===== src/fetch_settings.svh =====
`ifndef FETCH_SETTINGS_SVH
`define FETCH_SETTINGS_SVH

// first instruction after reset, start of the boot ROM
`define FETCH_RESET_PC    32'h3000_0000

// one cache block is this many 32-bit words
`define FETCH_BLOCK_WORDS 4

// lines in the direct-mapped instruction cache
`define FETCH_CACHE_SETS  16

// SDRAM answers INCR bursts, the rest of the map only single reads
`define FETCH_SDRAM_BASE  32'hA000_0000
`define FETCH_SDRAM_END   32'hBFFF_FFFF

`endif


===== src/fetch_pkg.sv =====
`default_nettype none
`include "fetch_settings.svh"

package fetch_pkg;

    typedef logic [31:0] addr_t;                                // byte address
    typedef logic [31:0] word_t;                                // instruction or data word
    typedef logic [`FETCH_BLOCK_WORDS*32-1:0] block_t;          // word 0 sits in the low bits

    typedef struct packed {
        addr_t pc;
        word_t inst;
    } fetch_out_t;

    typedef struct packed {
        logic  valid;
        addr_t target;
    } redirect_t;

    typedef struct packed {
        logic [31:0] addr;
        logic [3:0]  id;
        logic [7:0]  len;
        logic [2:0]  size;
        logic [1:0]  burst;
    } axi_ar_t;

    typedef struct packed {
        logic [31:0] data;
        logic [1:0]  resp;
        logic        last;
        logic [3:0]  id;
    } axi_r_t;

    typedef struct packed {
        block_t data;
        logic   fault;                                          // fill ended on an error response
    } fill_t;

    typedef enum logic [1:0] {
        IDLE,
        BUSY,
        READ
    } fetch_state_t;

endpackage

`default_nettype wire


===== src/ifu.sv =====
`default_nettype none
`include "fetch_settings.svh"

module ifu
    import fetch_pkg::*;
(
    input  wire            clk,
    input  wire            rst,

    input  wire            decode_ready,
    input  wire redirect_t redirect,
    output logic           fetch_valid,
    output fetch_out_t     fetch,
    output logic           access_fault,

    output addr_t          lookup_pc,
    input  wire            hit,
    input  wire word_t     hit_inst,
    input  wire            fill_req,
    output logic           fill_done,
    output fill_t          fill,

    output logic           ar_valid,
    output axi_ar_t        ar,
    input  wire            ar_ready,
    input  wire            r_valid,
    input  wire axi_r_t    r,
    output logic           r_ready
);

    localparam int BEAT_W = $clog2(`FETCH_BLOCK_WORDS);
    localparam int OFF_W  = BEAT_W + 2;                         // byte offset bits inside a block

    localparam logic [1:0] BURST_FIXED = 2'b00;
    localparam logic [1:0] BURST_INCR  = 2'b01;
    localparam logic [1:0] RESP_OKAY   = 2'b00;

    fetch_state_t      state;
    addr_t             pc;
    addr_t             next_pc;
    addr_t             block_base;
    addr_t             ar_addr;
    logic              is_sdram;
    logic              deliver;
    logic              ar_fire;
    logic              r_fire;
    logic              resp_err;
    logic              last_beat;
    logic [BEAT_W-1:0] beat_cnt;
    logic [BEAT_W-1:0] beat_next;
    block_t            fill_data;
    logic              fill_fault;

    assign lookup_pc  = pc;
    assign next_pc    = redirect.valid ? redirect.target : pc + 32'd4;
    assign block_base = {pc[31:OFF_W], {OFF_W{1'b0}}};
    assign is_sdram   = (block_base >= `FETCH_SDRAM_BASE) && (block_base <= `FETCH_SDRAM_END);

    // a fetch leaves on a hit in IDLE or right after a fill
    assign deliver = ((state == IDLE) && decode_ready && hit) || (state == READ);

    assign ar_fire   = ar_valid && ar_ready;
    assign r_fire    = r_valid && r_ready;
    assign resp_err  = r.resp != RESP_OKAY;
    assign beat_next = beat_cnt + 1'b1;
    assign last_beat = is_sdram ? r.last : (beat_cnt == BEAT_W'(`FETCH_BLOCK_WORDS - 1));

    assign fill = '{data: fill_data, fault: fill_fault};

    // pc does not move during a fill, so the burst shape stays stable
    always_comb begin
        ar.addr  = ar_addr;
        ar.id    = 4'h0;
        ar.len   = is_sdram ? 8'(`FETCH_BLOCK_WORDS - 1) : 8'h00;
        ar.size  = 3'd2;                                        // 4 bytes per beat
        ar.burst = is_sdram ? BURST_INCR : BURST_FIXED;
    end

    always_ff @(posedge clk or posedge rst) begin
        if (rst) begin
            state        <= IDLE;
            pc           <= `FETCH_RESET_PC;
            fetch_valid  <= 1'b0;
            access_fault <= 1'b0;
            ar_valid     <= 1'b0;
            r_ready      <= 1'b0;
            fill_done    <= 1'b0;
            fill_fault   <= 1'b0;
            beat_cnt     <= '0;
        end else begin
            fetch_valid  <= 1'b0;
            access_fault <= 1'b0;
            fill_done    <= 1'b0;
            case (state)
                IDLE: begin
                    if (decode_ready && hit) begin
                        fetch_valid <= 1'b1;
                        pc          <= next_pc;
                    end else if (decode_ready && fill_req) begin
                        state      <= BUSY;
                        ar_valid   <= 1'b1;
                        fill_fault <= 1'b0;
                        beat_cnt   <= '0;
                    end
                end
                BUSY: begin
                    if (ar_fire) begin
                        ar_valid <= 1'b0;
                        r_ready  <= 1'b1;
                    end
                    if (fill_done) begin
                        state <= READ;                          // the line is written on this edge
                    end else if (r_fire) begin
                        if (resp_err || last_beat) begin
                            fill_fault <= resp_err;
                            fill_done  <= 1'b1;
                            r_ready    <= 1'b0;
                        end else begin
                            beat_cnt <= beat_next;
                            if (!is_sdram) begin
                                ar_valid <= 1'b1;               // single reads need one AR per word
                            end
                        end
                    end
                end
                READ: begin
                    state        <= IDLE;
                    fetch_valid  <= 1'b1;
                    access_fault <= fill_fault;
                    pc           <= next_pc;
                end
                default: begin
                    state <= IDLE;
                end
            endcase
        end
    end

    always_ff @(posedge clk) begin
        if (deliver) begin
            fetch <= '{pc: pc, inst: hit_inst};
        end
        if (state == IDLE) begin
            ar_addr <= block_base;
        end else if ((state == BUSY) && r_fire && !is_sdram) begin
            ar_addr <= {pc[31:OFF_W], beat_next, 2'b00};
        end
        if ((state == BUSY) && r_fire) begin
            fill_data[beat_cnt*32 +: 32] <= r.data;
        end
    end

    // the slave may sample ar on any cycle it chooses to accept
    ar_hold_a: assert property (@(posedge clk) disable iff (rst)
        ar_valid && !ar_ready |=> ar_valid && $stable(ar));

    fill_done_busy_a: assert property (@(posedge clk) disable iff (rst)
        fill_done |-> state != IDLE);

endmodule

`default_nettype wire


===== src/icache.sv =====
`default_nettype none
`include "fetch_settings.svh"

module icache
    import fetch_pkg::*;
(
    input  wire        clk,
    input  wire        rst,

    input  wire addr_t lookup_pc,
    output logic       hit,
    output word_t      hit_inst,
    output logic       fill_req,

    input  wire        fill_done,
    input  wire fill_t fill
);

    localparam int SETS   = `FETCH_CACHE_SETS;
    localparam int IDX_W  = $clog2(SETS);
    localparam int WORD_W = $clog2(`FETCH_BLOCK_WORDS);
    localparam int OFF_W  = WORD_W + 2;
    localparam int TAG_W  = 32 - OFF_W - IDX_W;

    logic [SETS-1:0]   valid;
    logic [TAG_W-1:0]  tag_mem [SETS];
    block_t            data_mem [SETS];

    logic [IDX_W-1:0]  idx;
    logic [TAG_W-1:0]  tag;
    logic [WORD_W-1:0] word_sel;
    block_t            line;
    logic              write_en;

    // pc = tag | index | word | byte
    assign idx      = lookup_pc[OFF_W +: IDX_W];
    assign tag      = lookup_pc[31 -: TAG_W];
    assign word_sel = lookup_pc[2 +: WORD_W];

    assign line     = data_mem[idx];
    assign hit      = valid[idx] && (tag_mem[idx] == tag);
    assign hit_inst = line[word_sel*32 +: 32];
    assign fill_req = !hit;

    // a faulted fill leaves the line as it was
    assign write_en = fill_done && !fill.fault;

    always_ff @(posedge clk or posedge rst) begin
        if (rst) begin
            valid <= '0;
        end else if (write_en) begin
            valid[idx] <= 1'b1;
        end
    end

    always_ff @(posedge clk) begin
        if (write_en) begin
            tag_mem[idx]  <= tag;
            data_mem[idx] <= fill.data;                         // lookup_pc still points at the miss
        end
    end

    // the fetch unit only fills after a miss and holds the pc until the line is written
    fill_on_miss_a: assert property (@(posedge clk) disable iff (rst)
        fill_done |-> !hit);

endmodule

`default_nettype wire


===== src/fetch_top.sv =====
`default_nettype none

module fetch_top
    import fetch_pkg::*;
(
    input  wire            clk,
    input  wire            rst,

    output logic           fetch_valid,
    output fetch_out_t     fetch,
    output logic           access_fault,
    input  wire            decode_ready,

    input  wire redirect_t redirect,

    output logic           ar_valid,
    output axi_ar_t        ar,
    input  wire            ar_ready,
    input  wire            r_valid,
    input  wire axi_r_t    r,
    output logic           r_ready
);

    addr_t lookup_pc;
    logic  hit;
    word_t hit_inst;
    logic  fill_req;
    logic  fill_done;
    fill_t fill;

    ifu u_ifu (
        .clk          (clk),
        .rst          (rst),
        .decode_ready (decode_ready),
        .redirect     (redirect),
        .fetch_valid  (fetch_valid),
        .fetch        (fetch),
        .access_fault (access_fault),
        .lookup_pc    (lookup_pc),
        .hit          (hit),
        .hit_inst     (hit_inst),
        .fill_req     (fill_req),
        .fill_done    (fill_done),
        .fill         (fill),
        .ar_valid     (ar_valid),
        .ar           (ar),
        .ar_ready     (ar_ready),
        .r_valid      (r_valid),
        .r            (r),
        .r_ready      (r_ready)
    );

    icache u_icache (
        .clk       (clk),
        .rst       (rst),
        .lookup_pc (lookup_pc),
        .hit       (hit),
        .hit_inst  (hit_inst),
        .fill_req  (fill_req),
        .fill_done (fill_done),
        .fill      (fill)
    );

endmodule

`default_nettype wire


===== config.mk =====
export PLATFORM = sky130hd
export DESIGN_NAME = fetch_top
export DESIGN_NICKNAME = d
export VERILOG_FILES = /design/src/fetch_pkg.sv /design/src/ifu.sv /design/src/icache.sv /design/src/fetch_top.sv
export VERILOG_INCLUDE_DIRS = /design/src /design/src/src
export SDC_FILE = /design/constraint.sdc
export NUM_CORES = 2
export LEC_CHECK = 0
export ABC_AREA = 1
export BUFFER_PORTS_ARGS = -buffer_cell sky130_fd_sc_hd__buf_4
export CAP_MARGIN = 20
export CORE_MARGIN = 5
export CORE_UTILIZATION = 57
export CTS_CLUSTER_SIZE = 16
export DETAILED_ROUTE_END_ITERATION = 6
export GPL_TIMING_DRIVEN = 0
export HOLD_SLACK_MARGIN = 0.05
export PLACE_DENSITY = 0.7
export SLEW_MARGIN = 15
export SYNTH_ARGS = -nofsm -noshare
export SYNTH_HDL_FRONTEND = slang
export SYNTH_SLANG_ARGS = --single-unit

===== constraint.sdc =====
create_clock -name clk -period 19.5 [get_ports clk]
set_input_delay 3.9 -clock clk [delete_from_list [all_inputs] [get_ports clk]]
set_output_delay 3.9 -clock clk [all_outputs]
set_load 0.005 [all_outputs]

Yosys cells after proc, flatten, opt, wreduce, memory -nomap -nowiden
Memory sizes are Yosys's and may differ from the RTL's.
Index checks and enable logic that the tools add are counted.
{ "word_totals": {"ff_bits": 280, "ramBits": 2432, "out_inout_bits": 117, "n_memories": 2} }
{ "mem_list": {"columns": ["name", "words", "word_bits", "read_ports", "rd_ports_with_merged_regs", "wr", "line", "source"], "rows": [
  ["u_icache.data_mem", 16, 128, 1, 0, 1, "icache.sv:27", "block_t data_mem [SETS];"],
  ["u_icache.tag_mem", 16, 24, 1, 0, 1, "icache.sv:26", "logic [TAG_W-1:0] tag_mem [SETS];"]
]} }
{ "op_classes": {"add_sub_neg": 3, "n_lt_le_gt_ge": 4, "eq_ne": 12, "n_shift": 3, "n_mux": 50, "bitwise": 1, "reduce_logical": 27} }
{ "op_table": {"columns": ["operator", "count"], "rows": [
  ["bitwise mux 128 bit", 1],
  ["2-to-1 mux 32 bit", 4],
  ["variable shift 32 x 34 -> 128 bit (first input constant)", 1],
  ["variable part select 128 x 8 -> 32 bit", 1],
  ["variable part select 32 x 34 -> 128 bit", 1],
  ["one-hot mux 32 bit (2 select lines)", 1],
  ["negation 7 -> 34 bit", 1],
  ["adder 32 x 3 -> 32 bit (second input constant)", 1],
  ["greater-or-equal comparator 32 bit (second input constant)", 1],
  ["<= comparator 32 bit (second input constant)", 1],
  ["2-to-1 mux 1 bit", 28],
  ["equality test 24 bit", 1],
  ["2-to-1 mux 2 bit", 9],
  ["OR 16 bit", 1],
  ["logical AND 1 bit", 12],
  ["AND reduction 6 bit", 2],
  ["inequality test 2 bit (second input constant)", 5],
  ["one-hot mux 2 bit (2 select lines)", 2],
  ["nonzero test 2 bit", 4],
  ["inequality test 2 x 1 -> 1 bit (second input constant)", 3],
  ["one-hot mux 1 bit (2 select lines)", 3],
  ["AND reduction 3 bit", 2],
  ["less-than comparator 4 x 5 -> 1 bit (second input constant)", 1],
  ["binary-select mux 1 bit (select 4 bit)", 1],
  ["9 further kinds", 13]
]} }

Depth between registers and ports, before layout
{ "depth": {"ltp_word": 8, "ltp_mapped": 23, "depth_no_buf": 20} }

Modules after synthesis
From an unflattened synthesis, not the netlist that was laid out.
{ "hier_totals": {"hier_cells": 7537, "hier_area_um2": 104560.3} }
{ "modules_own_cells": {"columns": ["mod", "instances", "cells_per_inst", "area_per_inst_um2", "seq_area_each_um2"], "rows": [
  ["icache", 1, 6567, 93602.3, 73430.4],
  ["ifu", 1, 970, 10958.0, 7699.9]
]} }

Least setup slack after synthesis
OpenSTA, ideal clock, no wires.
{ "synth_timing": {"path_type": "reg2reg", "from": "register u_ifu.pc[4], in the netlist u_ifu.lookup_pc[4]", "to": "register u_icache.valid[0]", "setup_time_ns": 0.106, "arrival_time_ns": 8.772, "required_time_ns": 19.394, "slack_ns": 10.623, "stages_incl_launch_ff": 12, "path_cell_list": "dfrtp_1 -> buf_4 -> buf_4 -> nor2_2 -> buf_6 -> buf_2 -> buf_2 -> buf_2 -> buf_2 -> nand2_1 -> nor2_1 -> or2_2"} }
{ "synth_between": {"elab_chain_len": 5, "elab_cells_between_ends": 6, "cone_classes": "2 x order compare; 2 x mux; 1 x bitwise; 1 x reduce/logical"} }
{ "synth_rtl": {"columns": ["element", "line", "source"], "rows": [
  ["start: declaration", "ifu.sv:39", "addr_t pc;"],
  ["start signal: assignment", "ifu.sv:82", "pc <= `FETCH_RESET_PC;"],
  ["start signal: assignment", "ifu.sv:98", "pc <= next_pc;"],
  ["start signal: assignment", "ifu.sv:130", "pc <= next_pc;"],
  ["less-than comparator 4 x 5 -> 1 bit (implied by the code) or greater-or-equal comparator 4 x 1 -> 1 bit (tied branches)", "icache.sv:52", "valid[idx] <= 1'b1;"],
  ["logical AND 1 bit (implied by the code)", "icache.sv:52", null],
  ["2-to-1 mux 1 bit (implied by the code)", "icache.sv:52", null],
  ["demux 1 bit (select 4 bit) *", null, null],
  ["OR 16 bit (no source line) *", null, null],
  ["end signal: assignment", "icache.sv:50", "valid <= '0;"],
  ["end signal: indexed assignment", "icache.sv:52", null],
  ["end: declaration", "icache.sv:25", "logic [SETS-1:0] valid;"]
]} }
Mark *: on every way between the ends. The rest lies on a longest branch, timed or not.
A chain may end at the register's enable or synchronous reset.

==> results_dict.tcl <==
set metrics [dict create \
    status "finished, final reports clean" \
    wl_mm 350 \
    power.leakage_nw 40.4 \
    hpwl_mm 236 \
    max_cap_viol_count 0 \
    fin_util 0.667 \
    fin_total_pwr_mw 12.0 \
    slew_headroom 0.132 \
    p_sw_frac 0.221 \
    syn_area_per_cell_um2 15.4 \
    grtUsageTotal 0.369 \
    hold_viol 0 \
    grt-ovfl-total 0 \
    drtIter0Drc 12600 \
    rsz0062_at_grt "no" \
    async_flop_share 0.0214 \
    viasPerCell 6.83 \
    internal-power_mw 9.35 \
    final_cell_mix "edfxtp_1, nand2_1, a22oi_1" \
    cts_max_level 5 \
    fp.dieH_um 433 \
    die_area_um2 187000 \
    worstSkewPairLatency_ns 0.94 \
    place.gp.congestion 0.950 \
    power_frac_clock 0.422 \
    worstSetupPathType "reg2out" \
    finalSetupViolCount 0 \
    reg2reg_slack_ns 13.36 \
    postPlaceCellArea_um2 110000 \
    num-nets-final 7363 \
    max_freq_ghz 0.147 \
    cts_resized 0 \
    cp-start-kind "register" \
    yosysWarnings 0 \
    grt_pass1_vias 63800 \
    port_buffers 172 \
    cts.reportedPaths.clkPinSlew_ns 0.06 \
    die_w_um 433 \
    antenna_found_initial 21 \
    drc_errors 0 \
    yosysSeqAreaShare 0.797 \
    drive_gt1_frac 0.125 \
    seqPwrFrac 0.529 \
    crit_path_max_fanout 18 \
    synth_area_um2 102000 \
    stdcell_area_um2 119000 \
    p_sw_mw 2.65 \
    cts_tree "yes" \
    final_max_slew_viol_count 0 \
    pwr-share-comb 0.050 \
    cts_buffers 282 \
    hold_path_class "reg2reg" \
    cts_root_buffer "clkbuf_16" \
    vias 67100 \
    ys_types 49 \
    grt_max_degree 55 \
    grt_pass1_wl_mm 480 \
    core_area_um2 178000 \
    clockBufferDepth 4 \
    end_kind "primary output" \
    drtAntennaViolNets 0 \
    cts_setup_buffers 0 \
    nFillCells 11900 \
    hold_ws_ns 0.449 \
    fin_crit_sh 0.348 \
    num_rows 155 \
    wire_per_inst_um 35.6 \
    cts-hold-fix-buffers 0 \
    required_ns 15.60 \
    critPathArrivalTime_ns 2.88 \
    yosys_register_bits 2712 \
    tightest_slew_ns 1.29 \
    cts_sinks 2712 \
    fin_skew_ns 0.0483 \
    vdd_drop_max_v 0.0000833 \
    initial_core_util 0.572 \
    tns_ns 0 \
    dr.pass1.iters 7 \
    ys.flop_type "edfxtp_1" \
    synth-edff-count 2652 \
    layout_commonest_cell "edfxtp_1" \
    synth_cells 6624 \
    pin_count 194 \
    fin_crit_ns 6.78 \
    area_delta_synth_final_pct 16.7 \
    power.density_nw_per_um2 101 \
]
power by group through the flow:
| stage | clock network, mW | registers [mW] | logic (mW) |
|---|---|---|---|
| 4_1_cts | 5.06 | 6.34 | 0.564 |
| 3_5_place_dp | 0 | 6.47 | 0.560 |
| 3_3_place_gp | 0 | 6.47 | 0.548 |
| 5_1_grt | 5.30 | 6.34 | 0.602 |
| 2_1_floorplan | 0 | 6.45 | 0.269 |
| 6_report | 5.06 | 6.34 | 0.596 |
worst max-delay path, cell delays in order (launching register included):
cell and delay [ns]:
dfrtp_1 0.76, inv_1 0.30, nor3_1 0.60, buf_4 0.22, buf_4 0.10
sequential cells by signal, summed over array words and instances, names as in the netlist:
name,count
u_ifu.fill_data,128
u_ifu.fetch,64
u_icache.tag_mem,384
u_ifu.ar_addr,30
u_ifu.fill_done,1
u_ifu.fill_fault,1
u_ifu.r_ready,1
u_icache.data_mem,2048
u_ifu.state,2
u_icache.valid,16
u_ifu.ar_valid,1
u_ifu.beat_cnt,2
u_ifu.lookup_pc,32
u_ifu.access_fault,1
u_ifu.fetch_valid,1
logic make-up (layout without fill, tap and decap cells):
| family | count (synthesis) | after routing | synth area share |
|---|---|---|---|
| other | 2 | 21 | 0.0000738 |
| muxes | 1 | 1 | 0.0000984 |
| and+or+nand+nor | 1670 | 1670 | 0.0674 |
| adders and majority gates | 7 | 7 | 0.000861 |
| DFF | 2712 | 2712 | 0.797 |
| AOI/OAI and AO/OA | 1671 | 1671 | 0.110 |
| buffers and inverters | 543 | 1372 | 0.0231 |
| xor gates and xnor gates | 18 | 18 | 0.00155 |
metal layers:
layer / global-route usage / part of all wire
met1: 0.475 / 0.33
met5: 0.00182 / 0.00027
met3: 0.118 / 0.15
met4: 0.251 / 0.085
met2: 0.540 / 0.44
worst paths after layout:
kind,startpoint,endpoint,cells past startpoint
setup / recovery,u_ifu.lookup_pc[31],ar[6],4
hold / removal,u_ifu.lookup_pc[0],u_ifu.fetch[32],0
setup reg to reg,u_ifu.beat_cnt[0],u_ifu.fill_data[113],10
hold reg to reg,u_ifu.lookup_pc[0],u_ifu.fetch[32],0
max in group asynchronous,rst,u_ifu.lookup_pc[29],3
min in group asynchronous,rst,u_ifu.lookup_pc[24],2
cell usage after synthesis, types with 5 or more instances:
master        n  area, um^2
a21oi_1     471        2360
a221oi_1     19         166
a22o_1       18         158
a22oi_1     965        7240
a31oi_1      29         181
buf_1        60         225
buf_2       107         536
buf_4        31         233
buf_6         8        90.1
clkbuf_1    224         841
dfrtp_1      56        1400
edfxtp_1   2652       79600
ha_1          7        87.6
inv_1       104         390
inv_2         6        22.5
nand2_1    1176        4410
nand3_1      67         335
nand4_1      13        81.3
nor2_1      174         653
nor2_2        8        50.1
nor3_1      125         626
nor4_1       87         544
o2111ai_1     7        61.3
o21ai_0      77         385
o21ai_1      27         135
o221ai_1     21         184
o22ai_1       6        37.5
o41ai_1      19         166
or2_2         8        50.1
or4_1         5        37.5
xor2_1       17         149
metrics by stage:
step,std cells,setup slack [ns]
6_report,9827,12.72
3_5_place_dp,9342,12.45
3_3_place_gp,9165,0.387
4_1_cts,9814,12.76
2_1_floorplan,6638,10.62
5_1_grt,9824,12.63
final cells by class:
| class | count | area (um^2) | share of cell area |
|---|---|---|---|
| repair buffers | 357 | 5310 | 0.0447 |
| plain buffers | 430 | 1930 | 0.0163 |
| clock buffers | 352 | 7420 | 0.0625 |
| diodes | 5 | 12.5 | 0.000105 |
| well taps | 2355 | 2950 | 0.0248 |
| inverters | 113 | 429 | 0.00361 |
| clock inverters | 120 | 977 | 0.00823 |
| multi-input cells | 3383 | 18600 | 0.157 |
| flip-flops and latches | 2712 | 81100 | 0.683 |
Note: power is estimated with default switching activity, not from simulation.
